`src/hdl/soc_pkg.sv`:
```
// SoC package
// address map, widths and bus payloads
`default_nettype none

package soc_pkg;

	// ------------------------------------------------------------
	// widths
	// ------------------------------------------------------------
	localparam int unsigned ADDR_W = 32;
	localparam int unsigned DATA_W = 64;
	localparam int unsigned LED_W  = 8;

	typedef logic [ADDR_W-1:0] addr_t;
	typedef logic [DATA_W-1:0] data_t;

	// ------------------------------------------------------------
	// queue depths and credits
	// ------------------------------------------------------------
	// request depth is also the requester's initial credit count
	localparam int unsigned REQ_FIFO_DEPTH = 4;
	localparam int unsigned RSP_FIFO_DEPTH = 2;
	localparam int unsigned RSP_CREDIT_MAX = 2;

	// response credit counter
	typedef logic [$clog2(RSP_CREDIT_MAX+1)-1:0] rsp_crd_t;

	// ------------------------------------------------------------
	// address map
	// ------------------------------------------------------------
	localparam addr_t CLINT_BASE   = 32'h0200_0000;
	localparam addr_t CLINT_LEN    = 32'h0000_C000;
	localparam addr_t GPIO_BASE    = 32'h4000_0000;
	localparam addr_t GPIO_LEN     = 32'h0000_1000;

	// offsets inside the timer block
	localparam addr_t MTIMECMP_OFS = 32'h0000_4000;
	localparam addr_t MTIME_OFS    = 32'h0000_BFF8;

	// offsets inside the gpio block
	localparam addr_t LED_OFS      = 32'h0000_0000;
	localparam addr_t DIP_OFS      = 32'h0000_0008;

	// ------------------------------------------------------------
	// payloads
	// ------------------------------------------------------------
	typedef enum logic [1:0] {
		TGT_CLINT,
		TGT_GPIO,
		TGT_NONE
	} target_e;

	typedef struct packed {
		logic  write;
		addr_t addr;
		data_t data;
	} bus_req_t;

	typedef struct packed {
		data_t data;
		logic  err;
	} bus_rsp_t;

endpackage

`default_nettype wire

```
`src/hdl/credit_fifo.sv`:
```
// Credit-backed queue
`timescale 1ns/1ps
`default_nettype none

module credit_fifo #(
	parameter type         payload_t = logic,
	parameter int unsigned DEPTH     = 2
) (
	input  logic                       sys_clk,
	input  logic                       ndmreset_n,
	input  logic                       push_i,
	input  payload_t                   push_data_i,
	input  logic                       pop_i,
	output payload_t                   pop_data_o,
	output logic                       empty_o,
	output logic [$clog2(DEPTH+1)-1:0] count_o
);

	localparam int unsigned PTR_W = (DEPTH > 1) ? $clog2(DEPTH) : 1;

	payload_t                   mem [DEPTH];
	logic [PTR_W-1:0]           wr_ptr_q;
	logic [PTR_W-1:0]           rd_ptr_q;
	logic [$clog2(DEPTH+1)-1:0] count_q;

	// pointer advance with wrap at DEPTH
	function automatic logic [PTR_W-1:0] next_ptr(input logic [PTR_W-1:0] ptr);
		if (ptr == PTR_W'(DEPTH - 1)) begin
			return '0;
		end
		return ptr + 1'b1;
	endfunction

	// storage
	always_ff @(posedge sys_clk) begin
		if (push_i) begin
			mem[wr_ptr_q] <= push_data_i;
		end
	end

	// pointers and occupancy
	// the sender's credits keep a push away from a full queue
	always_ff @(posedge sys_clk or negedge ndmreset_n) begin
		if (!ndmreset_n) begin
			wr_ptr_q <= '0;
			rd_ptr_q <= '0;
			count_q  <= '0;
		end else begin
			if (push_i) begin
				wr_ptr_q <= next_ptr(wr_ptr_q);
			end
			if (pop_i) begin
				rd_ptr_q <= next_ptr(rd_ptr_q);
			end
			case ({push_i, pop_i})
				2'b10:   count_q <= count_q + 1'b1;
				2'b01:   count_q <= count_q - 1'b1;
				default: count_q <= count_q;
			endcase
		end
	end

	assign pop_data_o = mem[rd_ptr_q];
	assign empty_o    = (count_q == '0);
	assign count_o    = count_q;

endmodule

`default_nettype wire

```
`src/hdl/bus_fabric.sv`:
```
// Bus fabric
// request queue, address decode and response return
`timescale 1ns/1ps
`default_nettype none

module bus_fabric (
	input  logic           sys_clk,
	input  logic           ndmreset_n,
	input  logic           req_valid_i,
	input  logic           req_write_i,
	input  soc_pkg::addr_t req_addr_i,
	input  soc_pkg::data_t req_wdata_i,
	output logic           req_credit_o,
	input  logic           rsp_credit_i,
	output logic           rsp_valid_o,
	output soc_pkg::data_t rsp_rdata_o,
	output logic           rsp_err_o,
	output logic           clint_valid_o,
	output logic           gpio_valid_o,
	output logic           tgt_write_o,
	output soc_pkg::addr_t tgt_addr_o,
	output soc_pkg::data_t tgt_wdata_o,
	input  soc_pkg::data_t clint_rdata_i,
	input  soc_pkg::data_t gpio_rdata_i
);

	soc_pkg::bus_req_t req_push_data;
	soc_pkg::bus_req_t req_head;
	logic              req_empty;
	logic              req_pop;
	soc_pkg::bus_rsp_t rsp_push_data;
	soc_pkg::bus_rsp_t rsp_head;
	logic              rsp_empty;
	logic              rsp_pop;
	logic [$clog2(soc_pkg::RSP_FIFO_DEPTH+1)-1:0] rsp_count;
	soc_pkg::target_e  tgt_sel;
	soc_pkg::target_e  tgt_q;
	logic              pending_q;
	soc_pkg::rsp_crd_t rsp_crd_q;
	logic              req_credit_q;
	logic              rsp_valid_q;
	soc_pkg::data_t    rsp_rdata_q;
	logic              rsp_err_q;

	// ------------------------------------------------------------
	// request side
	// ------------------------------------------------------------
	assign req_push_data = '{write: req_write_i, addr: req_addr_i, data: req_wdata_i};

	credit_fifo #(
		.payload_t ( soc_pkg::bus_req_t     ),
		.DEPTH     ( soc_pkg::REQ_FIFO_DEPTH )
	) i_req_fifo (
		.sys_clk     ( sys_clk       ),
		.ndmreset_n  ( ndmreset_n    ),
		.push_i      ( req_valid_i   ),
		.push_data_i ( req_push_data ),
		.pop_i       ( req_pop       ),
		.pop_data_o  ( req_head      ),
		.empty_o     ( req_empty     ),
		.count_o     (               )
	);

	// reserve a response slot for the one in the target stage
	assign req_pop = !req_empty && ((rsp_count + pending_q) < soc_pkg::RSP_FIFO_DEPTH);

	// address decode, offset goes to the selected block
	always_comb begin
		tgt_sel    = soc_pkg::TGT_NONE;
		tgt_addr_o = '0;
		if (req_head.addr >= soc_pkg::CLINT_BASE &&
		    req_head.addr < soc_pkg::CLINT_BASE + soc_pkg::CLINT_LEN) begin
			tgt_sel    = soc_pkg::TGT_CLINT;
			tgt_addr_o = req_head.addr - soc_pkg::CLINT_BASE;
		end else if (req_head.addr >= soc_pkg::GPIO_BASE &&
		             req_head.addr < soc_pkg::GPIO_BASE + soc_pkg::GPIO_LEN) begin
			tgt_sel    = soc_pkg::TGT_GPIO;
			tgt_addr_o = req_head.addr - soc_pkg::GPIO_BASE;
		end
	end

	// unmapped accesses strobe nobody
	assign clint_valid_o = req_pop && (tgt_sel == soc_pkg::TGT_CLINT);
	assign gpio_valid_o  = req_pop && (tgt_sel == soc_pkg::TGT_GPIO);
	assign tgt_write_o   = req_head.write;
	assign tgt_wdata_o   = req_head.data;

	// ------------------------------------------------------------
	// target stage
	// ------------------------------------------------------------
	always_ff @(posedge sys_clk or negedge ndmreset_n) begin
		if (!ndmreset_n) begin
			pending_q <= 1'b0;
			tgt_q     <= soc_pkg::TGT_NONE;
		end else begin
			pending_q <= req_pop;
			tgt_q     <= tgt_sel;
		end
	end

	always_comb begin
		case (tgt_q)
			soc_pkg::TGT_CLINT: rsp_push_data = '{data: clint_rdata_i, err: 1'b0};
			soc_pkg::TGT_GPIO:  rsp_push_data = '{data: gpio_rdata_i, err: 1'b0};
			default:            rsp_push_data = '{data: '0, err: 1'b1};
		endcase
	end

	// ------------------------------------------------------------
	// response side
	// ------------------------------------------------------------
	credit_fifo #(
		.payload_t ( soc_pkg::bus_rsp_t     ),
		.DEPTH     ( soc_pkg::RSP_FIFO_DEPTH )
	) i_rsp_fifo (
		.sys_clk     ( sys_clk       ),
		.ndmreset_n  ( ndmreset_n    ),
		.push_i      ( pending_q     ),
		.push_data_i ( rsp_push_data ),
		.pop_i       ( rsp_pop       ),
		.pop_data_o  ( rsp_head      ),
		.empty_o     ( rsp_empty     ),
		.count_o     ( rsp_count     )
	);

	assign rsp_pop = !rsp_empty && (rsp_crd_q != '0);

	// credits held for the requester's response buffers
	always_ff @(posedge sys_clk or negedge ndmreset_n) begin
		if (!ndmreset_n) begin
			rsp_crd_q <= soc_pkg::rsp_crd_t'(soc_pkg::RSP_CREDIT_MAX);
		end else begin
			case ({rsp_pop, rsp_credit_i})
				2'b10:   rsp_crd_q <= rsp_crd_q - 1'b1;
				2'b01:   rsp_crd_q <= rsp_crd_q + 1'b1;
				default: rsp_crd_q <= rsp_crd_q;
			endcase
		end
	end

	always_ff @(posedge sys_clk or negedge ndmreset_n) begin
		if (!ndmreset_n) begin
			rsp_valid_q  <= 1'b0;
			req_credit_q <= 1'b0;
		end else begin
			rsp_valid_q  <= rsp_pop;
			req_credit_q <= req_pop;
		end
	end

	always_ff @(posedge sys_clk) begin
		if (rsp_pop) begin
			rsp_rdata_q <= rsp_head.data;
			rsp_err_q   <= rsp_head.err;
		end
	end

	assign rsp_valid_o  = rsp_valid_q;
	assign rsp_rdata_o  = rsp_rdata_q;
	assign rsp_err_o    = rsp_err_q;
	assign req_credit_o = req_credit_q;

endmodule

`default_nettype wire

```
`src/hdl/clint_timer.sv`:
```
// Core-local timer
`timescale 1ns/1ps
`default_nettype none

module clint_timer (
	input  logic           sys_clk,
	input  logic           ndmreset_n,
	input  logic           valid_i,
	input  logic           write_i,
	input  soc_pkg::addr_t addr_i,
	input  soc_pkg::data_t wdata_i,
	output soc_pkg::data_t rdata_o,
	output logic           timer_irq_o
);

	logic           rtc_q;
	soc_pkg::data_t mtime_q;
	soc_pkg::data_t mtimecmp_q;
	soc_pkg::data_t rd_mux;
	soc_pkg::data_t rdata_q;
	logic           irq_q;
	logic           wr_mtime;
	logic           wr_mtimecmp;

	assign wr_mtime    = valid_i && write_i && (addr_i == soc_pkg::MTIME_OFS);
	assign wr_mtimecmp = valid_i && write_i && (addr_i == soc_pkg::MTIMECMP_OFS);

	// ------------------------------------------------------------
	// real-time tick at half the clock rate
	// ------------------------------------------------------------
	always_ff @(posedge sys_clk or negedge ndmreset_n) begin
		if (!ndmreset_n) begin
			rtc_q <= 1'b0;
		end else begin
			rtc_q <= ~rtc_q;
		end
	end

	// mtime, a bus write wins over the tick
	always_ff @(posedge sys_clk or negedge ndmreset_n) begin
		if (!ndmreset_n) begin
			mtime_q <= '0;
		end else if (wr_mtime) begin
			mtime_q <= wdata_i;
		end else if (rtc_q) begin
			mtime_q <= mtime_q + 1'b1;
		end
	end

	// compare value starts at all ones so no irq out of reset
	always_ff @(posedge sys_clk or negedge ndmreset_n) begin
		if (!ndmreset_n) begin
			mtimecmp_q <= '1;
		end else if (wr_mtimecmp) begin
			mtimecmp_q <= wdata_i;
		end
	end

	// ------------------------------------------------------------
	// read port
	// ------------------------------------------------------------
	always_comb begin
		case (addr_i)
			soc_pkg::MTIME_OFS:    rd_mux = mtime_q;
			soc_pkg::MTIMECMP_OFS: rd_mux = mtimecmp_q;
			default:               rd_mux = '0;
		endcase
	end

	// writes answer with zero
	always_ff @(posedge sys_clk) begin
		if (valid_i) begin
			rdata_q <= write_i ? '0 : rd_mux;
		end
	end

	always_ff @(posedge sys_clk or negedge ndmreset_n) begin
		if (!ndmreset_n) begin
			irq_q <= 1'b0;
		end else begin
			irq_q <= (mtime_q >= mtimecmp_q);
		end
	end

	assign rdata_o     = rdata_q;
	assign timer_irq_o = irq_q;

endmodule

`default_nettype wire

```
`src/hdl/gpio_regs.sv`:
```
// Board GPIO registers
`timescale 1ns/1ps
`default_nettype none

module gpio_regs (
	input  logic                      sys_clk,
	input  logic                      ndmreset_n,
	input  logic                      valid_i,
	input  logic                      write_i,
	input  soc_pkg::addr_t            addr_i,
	input  soc_pkg::data_t            wdata_i,
	output soc_pkg::data_t            rdata_o,
	input  logic [soc_pkg::LED_W-1:0] dip_switches_i,
	output logic [soc_pkg::LED_W-1:0] led_o
);

	logic [soc_pkg::LED_W-1:0] led_q;
	soc_pkg::data_t            rd_mux;
	soc_pkg::data_t            rdata_q;

	// led register, only the low byte is kept
	always_ff @(posedge sys_clk or negedge ndmreset_n) begin
		if (!ndmreset_n) begin
			led_q <= '0;
		end else if (valid_i && write_i && (addr_i == soc_pkg::LED_OFS)) begin
			led_q <= wdata_i[soc_pkg::LED_W-1:0];
		end
	end

	// switches are sampled by the read itself
	always_comb begin
		case (addr_i)
			soc_pkg::LED_OFS: rd_mux = soc_pkg::data_t'(led_q);
			soc_pkg::DIP_OFS: rd_mux = soc_pkg::data_t'(dip_switches_i);
			default:          rd_mux = '0;
		endcase
	end

	always_ff @(posedge sys_clk) begin
		if (valid_i) begin
			rdata_q <= write_i ? '0 : rd_mux;
		end
	end

	assign rdata_o = rdata_q;
	assign led_o   = led_q;

endmodule

`default_nettype wire

```
`src/hdl/soc_top.sv`:
```
// SoC top level
// fabric, timer and gpio
`timescale 1ns/1ps
`default_nettype none

module soc_top (
	input  logic                      sys_clk,
	input  logic                      ndmreset_n,
	input  logic                      req_valid_i,
	input  logic                      req_write_i,
	input  soc_pkg::addr_t            req_addr_i,
	input  soc_pkg::data_t            req_wdata_i,
	output logic                      req_credit_o,
	input  logic                      rsp_credit_i,
	output logic                      rsp_valid_o,
	output soc_pkg::data_t            rsp_rdata_o,
	output logic                      rsp_err_o,
	input  logic [soc_pkg::LED_W-1:0] dip_switches_i,
	output logic [soc_pkg::LED_W-1:0] led_o,
	output logic                      timer_irq_o
);

	// target bus
	logic           clint_valid;
	logic           gpio_valid;
	logic           tgt_write;
	soc_pkg::addr_t tgt_addr;
	soc_pkg::data_t tgt_wdata;
	soc_pkg::data_t clint_rdata;
	soc_pkg::data_t gpio_rdata;

	// ------------------------------------------------------------
	// fabric
	// ------------------------------------------------------------
	bus_fabric i_bus_fabric (
		.sys_clk       ( sys_clk      ),
		.ndmreset_n    ( ndmreset_n   ),
		.req_valid_i   ( req_valid_i  ),
		.req_write_i   ( req_write_i  ),
		.req_addr_i    ( req_addr_i   ),
		.req_wdata_i   ( req_wdata_i  ),
		.req_credit_o  ( req_credit_o ),
		.rsp_credit_i  ( rsp_credit_i ),
		.rsp_valid_o   ( rsp_valid_o  ),
		.rsp_rdata_o   ( rsp_rdata_o  ),
		.rsp_err_o     ( rsp_err_o    ),
		.clint_valid_o ( clint_valid  ),
		.gpio_valid_o  ( gpio_valid   ),
		.tgt_write_o   ( tgt_write    ),
		.tgt_addr_o    ( tgt_addr     ),
		.tgt_wdata_o   ( tgt_wdata    ),
		.clint_rdata_i ( clint_rdata  ),
		.gpio_rdata_i  ( gpio_rdata   )
	);

	// ------------------------------------------------------------
	// targets
	// ------------------------------------------------------------
	clint_timer i_clint_timer (
		.sys_clk     ( sys_clk     ),
		.ndmreset_n  ( ndmreset_n  ),
		.valid_i     ( clint_valid ),
		.write_i     ( tgt_write   ),
		.addr_i      ( tgt_addr    ),
		.wdata_i     ( tgt_wdata   ),
		.rdata_o     ( clint_rdata ),
		.timer_irq_o ( timer_irq_o )
	);

	gpio_regs i_gpio_regs (
		.sys_clk        ( sys_clk        ),
		.ndmreset_n     ( ndmreset_n     ),
		.valid_i        ( gpio_valid     ),
		.write_i        ( tgt_write      ),
		.addr_i         ( tgt_addr       ),
		.wdata_i        ( tgt_wdata      ),
		.rdata_o        ( gpio_rdata     ),
		.dip_switches_i ( dip_switches_i ),
		.led_o          ( led_o          )
	);

endmodule

`default_nettype wire

```
`config.mk`:
```
export PLATFORM = sky130hd
export DESIGN_NAME = soc_top
export DESIGN_NICKNAME = d
export VERILOG_FILES = /design/src/hdl/soc_pkg.sv /design/src/hdl/credit_fifo.sv /design/src/hdl/bus_fabric.sv /design/src/hdl/clint_timer.sv /design/src/hdl/gpio_regs.sv /design/src/hdl/soc_top.sv
export SDC_FILE = /design/constraint.sdc
export NUM_CORES = 1
export LEC_CHECK = 0
export ABC_CLOCK_PERIOD_IN_PS = 8300
export BUFFER_PORTS_ARGS = -buffer_cell sky130_fd_sc_hd__buf_2
export CORE_ASPECT_RATIO = 1.5
export CORE_UTILIZATION = 28
export CTS_BUF_LIST = sky130_fd_sc_hd__clkbuf_2
export CTS_CLUSTER_DIAMETER = 80
export DETAILED_ROUTE_END_ITERATION = 12
export PLACE_DENSITY = 0.46
export SLEW_MARGIN = 30
export SYNTH_ARGS = -nofsm -noshare
export SYNTH_HDL_FRONTEND = slang
export SYNTH_SLANG_ARGS = --single-unit
```
`constraint.sdc`:
```
create_clock -name sys_clk -period 8.3 [get_ports sys_clk]
set_input_delay 0.415 -clock sys_clk [delete_from_list [all_inputs] [get_ports sys_clk]]
set_output_delay 0.415 -clock sys_clk [all_outputs]
set_load 0.03 [all_outputs]
```
Word-level counts from Yosys, hierarchy flattened
Memories as Yosys holds them, arrays and structs flattened. A register that Yosys moved wholly into a read port is not among the register bits.
Cells that the tools add are included.
- flip-flop bits (word level): 283
- memory bits (writable): 518
- output and inout port bits: 76
- logic and storage cells: 108
- memories: 2
- memory list (name ; words ; bits a word ; read ports ; clocked after Yosys merged registers in ; wr ports ; line ; source):
    i_bus_fabric.i_req_fifo.mem ; 4 ; 97 ; 1 ; 0 ; 1 ; credit_fifo.sv:21 ; payload_t mem [DEPTH];
    i_bus_fabric.i_rsp_fifo.mem ; 2 ; 65 ; 1 ; 1 ; 1 ; credit_fifo.sv:21 ;
- $add $sub $neg: 14
- order comparisons: 6
- equality and inequality tests: 13
- mux-type cells: 32
- bitwise logic cells: 1
- reductions and logical operators: 23
- operators by type and width (kind ; number):
    $pmux 65 s2 ; 1
    $mux 64 ; 2
    $pmux 64 s2 ; 1
    $add 64x1->64 const B ; 1
    $ge 64x64->1 ; 1
    $mux 32 ; 2
    $eq 32x15->1 const B ; 1
    $eq 32x16->1 const B ; 1
    $eq 32x4->1 const B ; 1
    $ge 32x26->1 const B ; 1
    $ge 32x31->1 const B ; 1
    $logic_not 32->1 ; 1
    $lt 32x2->1 const B ; 1
    $lt 32x26->1 const B ; 1
    $lt 32x31->1 const B ; 1
    $sub 32x26->32 const B ; 1
    $sub 32x31->32 const B ; 1
    $mux 1 ; 16
    $pmux 8 s2 ; 1
    $mux 2 ; 6
    $logic_and 1x1->1 ; 11
    $eq 2x1->1 const B ; 5
    $eq 2x2->1 const B ; 5
    $reduce_bool 2->1 ; 5
    12 further kinds ; 21

Longest topological paths before layout
An unclocked memory read counts as a cell.
- depth after elaboration: 10
- mapped depth: 14
- mapped depth without buffers: 11

Cells and area by module
Synthesis repeated with hierarchy kept, for this count alone.
- cell total of the unflattened synthesis: 2191
- area, all modules: 34774.6 µm²
- modules (own cells, without submodules) (module ; instances ; cells an instance ; area an instance (µm²) ; sequential area each (µm²)):
    credit_fifo (i_bus_fabric.i_req_fifo) ; 1 ; 544 ; 14396.3 ; 11826.3
    clint_timer ; 1 ; 1011 ; 10490.1 ; 5255.0
    credit_fifo (i_bus_fabric.i_rsp_fifo) ; 1 ; 217 ; 5029.8 ; 4003.8
    bus_fabric ; 1 ; 307 ; 3693.5 ; 2104.5
    gpio_regs ; 1 ; 112 ; 1164.9 ; 440.4

Worst setup path before layout
No wires, ideal clock.
- path kind: register to register
- start: register i_bus_fabric.i_req_fifo.rd_ptr_q[0]
- end: register i_clint_timer.rdata_q[0], in the netlist i_clint_timer.rdata_o[0] (enable)
- library setup time: 0.565 ns
- data arrival time: 6.137 ns
- data required time: 7.735 ns
- path slack: 1.598 ns
- cell stages (with the launch flop): 7
- buffers on the path: 1
- cells stage by stage: dfrtp_1 > buf_2 > mux4_2 > inv_1 > ha_1 > nand4_1 > nor3_1
- word-level cells in the longest chain between the ends: 7
- elaborated cells on any way between the ends: 11
- classes of those cells: 4 x order compare; 2 x mux; 4 x reduce/logical; 1 x memory
- ends and longest elaborated chain (item ; line ; source):
    start, declared ; credit_fifo.sv:23 ; logic [PTR_W-1:0] rd_ptr_q;
    start signal, assigned ; credit_fifo.sv:53 ; rd_ptr_q <= next_ptr(rd_ptr_q);
    $mem_v2 4x97 * ; n/a ;
    $ge 32x31->1 or $lt 32x31->1 (tied branches) ; bus_fabric.sv:75, bus_fabric.sv:76 ;
    $logic_and 1x1->1 ; bus_fabric.sv:75 ; end else if (req_head.addr >= soc_pkg::GPIO_BASE &&
    $mux 2 ; bus_fabric.sv:75 ;
    $mux 2 * ; bus_fabric.sv:71 ; if (req_head.addr >= soc_pkg::CLINT_BASE &&
    $logic_not 2->1 * ; bus_fabric.sv:83 ; assign clint_valid_o = req_pop && (tgt_sel == soc_pkg::TGT_CLINT);
    $logic_and 1x1->1 * ; bus_fabric.sv:83 ;
    end signal, assigned ; clint_timer.sv:73 ; rdata_q <= write_i ? '0 : rd_mux;
    end, declared ; clint_timer.sv:20 ; soc_pkg::data_t rdata_q;
Mark *: on every way between the ends. The rest lies on a longest branch, timed or not.
A chain may end at the register's enable or synchronous reset.

Worst setup path in the final report
- start: register i_bus_fabric.i_req_fifo.rd_ptr_q[0]
- end: register i_clint_timer.mtime_q[50]
- word-level cells in the longest chain between the ends: 10
- elaborated cells on any way between the ends: 20
- classes of those cells: 2 x add/sub; 4 x order compare; 1 x eq/ne; 5 x mux; 7 x reduce/logical; 1 x memory
- ends and longest elaborated chain (item ; line ; source):
    $mem_v2 4x97 * ; n/a ;
    branches (longest 9 deep; another with $ge 32x31->1) ; n/a ;
    end signal, assigned ; clint_timer.sv:44 ; mtime_q <= wdata_i;
    end signal, assigned ; clint_timer.sv:46 ; mtime_q <= mtime_q + 1'b1;
    end, declared ; clint_timer.sv:17 ; soc_pkg::data_t mtime_q;
Mark *: on every way between the ends.

==> flow_results.org <==
** Timing
- Setup violations remaining at the end of the flow were counted as 0.
- The final count of hold timing violations was 0.
- Worst slew margin relative to its limit :: between 30% and 40%
- Worst Skew :: roughly 0.13 ns
- The routed design could run at a clock period as short as between 4 and 5 ns.
- TNS Setup :: 0 ns
- The worst path meets setup with ~3.7 ns of slack.
- Based on the critical path, the design can be clocked at up to approximately 220 MHz.
- Measured slew at the worst slew-check pin :: around 1 ns
- Final Cycle Share :: between 50% and 60%
- Final Slew Violations :: 0
- RSZ-0062 raised after global routing :: no

** Pwr
- Cell-internal power :: 7220 µW
- Net switching is 33.1% of the power.
- LEAKAGE :: approximately 0.015 µW
- Per report_power, the combinational group accounts for around 25% of the total.
- Switching component of the power :: 3580 µW
- The clock network accounts for a little under a quarter of the total power.
- Share of total power in sequential cells :: just over 50%
- The worst-case IR drop observed on VDD is around 170 µV.
- P per Cell Area :: ~270 nW/µm²

** Synth
- The synthesized design contains a little over 800 register bits.
- In the synthesized netlist the async set-or-reset flop fraction comes to around a fifth.
- Mapped Nets :: 2122
- For this run, the leading register cell type out of synthesis is sky130_fd_sc_hd__edfxtp_1.
- Of the synthesized area, sequential elements account for between 70% and 80%.
- For this run, the number of Yosys warnings is 0.
- Synthesis produced slightly below 2000 cells.
- Post-Synthesis Mean Instance Area :: ~17 µm²
- Summing every instance area after synthesis gives between 30000 and 40000 µm².
- In this run, distinct cell masters in the synthesized netlist total 61.
- Number of enable flip-flop cells after synthesis :: roughly 660

** Setup path
- Worst path max stage delay :: a little over 0.9 ns
- Largest fanout of any net on the critical path :: 66
- Critical-path cell with the highest stage delay :: sky130_fd_sc_hd__dfrtp_4
- The most numerous cell type found on the critical path is sky130_fd_sc_hd__buf_4.
- Worst setup slack for register-to-register paths :: ~3.7 ns
- Number of cell instances on the worst register-to-register path :: 11
- At the worst endpoint, the arrival time is slightly below 6 ns.
- The critical path is of the reg2reg type.
- The worst setup path is launched from a flop.
- Cells along the critical path :: buf_4 > inv_1 > mux4_2 > nand3_1 > nor4b_1 > nand4_1 > or2_4 > buf_4 > buf_16 > nor2_1 > a21oi_1
- The worst setup path is captured at a flop.
- Launch point of the worst reg-to-reg path :: i_bus_fabric.i_req_fifo.rd_ptr_q[0]
- At the worst endpoint, the required time is 9.59 ns.
- Endpoint of the most critical register-to-register path :: i_clint_timer.mtime_q[50]

** Placed design
- Half-perimeter wire length after placement :: a little under 50000 µm
- Once placement finished, the instance area stood at 35600 µm².
- At the end of routability-driven placement, the weighted congestion stood at roughly 0.79.
- Timing analysis after detailed placement gives a worst setup slack of ~3.5 ns.
- Number of input and output port buffers inserted :: between 150 and 200
- Placed instance count :: around 3600

** Final layout
- Post-route standard cell area excluding fillers :: 39900 µm²
- Cells with a size suffix above 1 make up between 30% and 40% of the layout.
- Final cell utilization of the core :: 34.3%
- Most common library cell in the layout ignoring fill and taps :: sky130_fd_sc_hd__edfxtp_1
- Compared with the post-synthesis result, the final layout area differs by 21.5%.
- Number of nets in the finished design :: between 2000 and 3000
- The library cells used most frequently in the layout, excluding fill and tap cells, are 655 x sky130_fd_sc_hd__edfxtp_1, 274 x sky130_fd_sc_hd__clkbuf_2, 247 x sky130_fd_sc_hd__dlygate4sd3_1, 183 x sky130_fd_sc_hd__buf_2, 138 x sky130_fd_sc_hd__mux2_2.
- Final Instance Count excl. Fillers :: about 4200

** Routing
- Using the TritonRoute via totals, the vias-per-cell ratio works out to 4.38.
- Number of remaining DRC errors :: 0
- The count of nets left with antenna violations once routing finished came out at 0.
- Final Routed Wirelength :: between 70000 and 80000 µm
- Number of detailed-route iterations in the first pass :: 4
- The first routing iteration left between 700 and 800 violations.
- The final route contains between 15000 and 20000 vias.
- Final routed wire length divided by cell count :: 18.2 µm

** Worst hold path
- Tightest Hold Check Type :: in2reg
- Terminating pin of the worst hold path :: i_bus_fabric.i_req_fifo.mem[3][10]
- Hold_sp :: req_valid_i
- Number of cells on the worst hold path :: 3

** Die
- In this run the vertical extent of the chip is 421 µm.
- Row cnt :: about 150
- The initial utilization of the core area, before any placement, comes to between 20% and 30%.
- Die X-Extent :: about 280 µm
- Top Ports :: 185
- DIE AREA :: 119000 µm²
- The region available for standard cell placement spans between 100000 and 150000 µm².

** Global routing
- Global routing used roughly 22% of the available met2 tracks.
- Via count of the first global-routing pass :: approximately 20000
- Overflow after GRT :: 0
- Entering global routing, the biggest net connects 91 pins.
- The first global-routing pass estimated between 100000 and 150000 µm of wire.
- Grt peak-use layer :: met2
- The initial antenna violation count came to 11.
- Met3 capacity usage during global routing :: under 10%
- Met1 Resource Use GR :: around 16%
- All-Layer GR Usage :: 13.3%

** CTS
- CTS H-tree depth :: 4
- In this run the deepest clock path goes through 3 buffers.
- Clock edge transition at the registers on the reported setup and hold paths :: approximately 0.12 ns
- Gates resized during post-CTS repair numbered 0.
- CTS Buf Count :: between 150 and 200
- TritonCTS clock tree :: yes
- Root Buffer Master :: sky130_fd_sc_hd__clkbuf_2
- Clock latency on the worst-skew pair, taken at its later pin, is between 1.5 and 2 ns.
- CTS saw slightly above 800 sinks.

** Run status
- Result of the run :: completed

** Job
- Max-cap violation count :: 0
## registers in the layout, summed over array words and instances (netlist names), 2 cells and up
name	flops
i_clint_timer.mtime_q	64
i_bus_fabric.i_req_fifo.count_o	3
i_bus_fabric.i_req_fifo.wr_ptr_q	2
i_gpio_regs.rdata_o	8
i_bus_fabric.rsp_crd_q	2
i_bus_fabric.rsp_rdata_o	64
i_bus_fabric.i_rsp_fifo.count_o	2
i_bus_fabric.tgt_q	2
i_bus_fabric.i_req_fifo.rd_ptr_q	2
i_bus_fabric.i_req_fifo.mem	388
i_gpio_regs.led_o	8
i_clint_timer.mtimecmp_q	64
i_clint_timer.rdata_o	64
i_bus_fabric.i_rsp_fifo.mem	130
## final cells by class
| class | instances | area [µm²] |
|---|---|---|
| Antenna cell | 5 | 12.5 |
| Clock buffer | 274 | 1370 |
| Clock inverter | 76 | 369 |
| Fill cell | 11400 | 76300 |
| Inverter | 92 | 345 |
| Multi-Input combinational cell | 961 | 8550 |
| Sequential cell | 810 | 23600 |
| Tap cell | 1550 | 1940 |
| Timing Repair Buffer | 457 | 3680 |
## timing repair
action | 4_1_cts | 5_1_grt
hold endpoints to repair | 658 | 0
endpoints found under the setup margin | 0 | 0
hold buffers | 248 | 0
setup buffers | 0 | 0
## metal layers
layer  part of all wire, %  routed length, µm
met5                  0.11                 82
met4                   2.7               2050
met3                   4.5               3470
met2                    50              38600
met1                    42              32600
## critical path, delay by kind of cell (launching register included)
kind,cells,cell delay (ns)
and+or+nand+nor,5,1.61
buffers and inverters,4,1.40
DFF,1,0.92
muxes,1,0.40
AOI/OAI and AO/OA,1,0.05
## synthesized netlist by cell type (all sizes together), types with 3 or more instances
master    n  share of area, %
a211oi    3             0.069
a21o     18              0.41
a21oi    80               1.2
a22o     73               1.9
and2     64               1.2
and3     13              0.25
and4      3             0.080
buf      32              0.58
clkbuf   40              0.46
dfrtp    89               6.8
dfstp    66               5.3
edfxtp  655                60
ha       77               2.9
inv      92               1.1
mux2    138               4.7
mux2i    14              0.43
mux4     83               5.7
nand2    42              0.48
nand2b    4             0.076
nand3    33              0.50
nand4    25              0.48
nor2    114               1.3
nor2b     5             0.095
nor3     20              0.32
nor4     15              0.37
o211ai    3             0.069
o21ai    24              0.37
or2       4             0.076
or3       7              0.13
xnor2    40               1.1
xor2     34              0.91
## worst max-delay path by stage
stage	from	end	slack, ns	depth (start not counted)
floorplan	i_bus_fabric.i_req_fifo.rd_ptr_q[0]	i_clint_timer.rdata_o[0]	1.60	6
global placement	i_bus_fabric.i_req_fifo.rd_ptr_q[0]	i_clint_timer.mtime_q[23]	3.57	9
detailed placement	i_bus_fabric.i_req_fifo.rd_ptr_q[0]	i_clint_timer.mtime_q[23]	3.49	9
CTS	i_bus_fabric.i_req_fifo.rd_ptr_q[0]	i_clint_timer.mtime_q[49]	3.43	10
global route	i_bus_fabric.i_req_fifo.rd_ptr_q[0]	i_clint_timer.mtime_q[50]	3.10	11
finish	i_bus_fabric.i_req_fifo.rd_ptr_q[0]	i_clint_timer.mtime_q[50]	3.68	11
## power groups by stage
stage / Clock, µW / Combinational, µW / Sequential [µW]
final: 2550 / 2650 / 5590
after global routing: 2890 / 2890 / 5680
after CTS: 2720 / 2720 / 5640
after detailed placement: 0 / 2610 / 5720
after global placement: 0 / 2580 / 5700
after floorplan: 0 / 1440 / 5920
## stage by stage
stage                     power [µW]  hold slack, ns
after detailed placement        8340           0.386
after global placement          8280           0.382
after CTS                      11100         0.00168
after floorplan                 7360           0.119
after global routing           11500          0.0557
final                          10800           0.274
## cells by family after synthesis
| kind of cell | synth area share (%) |
|---|---|
| buffers and inverters | 2.09 |
| AND/OR/NAND/NOR | 5.65 |
| AO/OA/AOI/OAI | 4.48 |
| flip-flops | 72.0 |
| XOR/XNOR | 1.97 |
| multiplexers | 10.9 |
| adder cells (fa/ha/maj) | 2.99 |
Power figures use the tool's default switching activity.
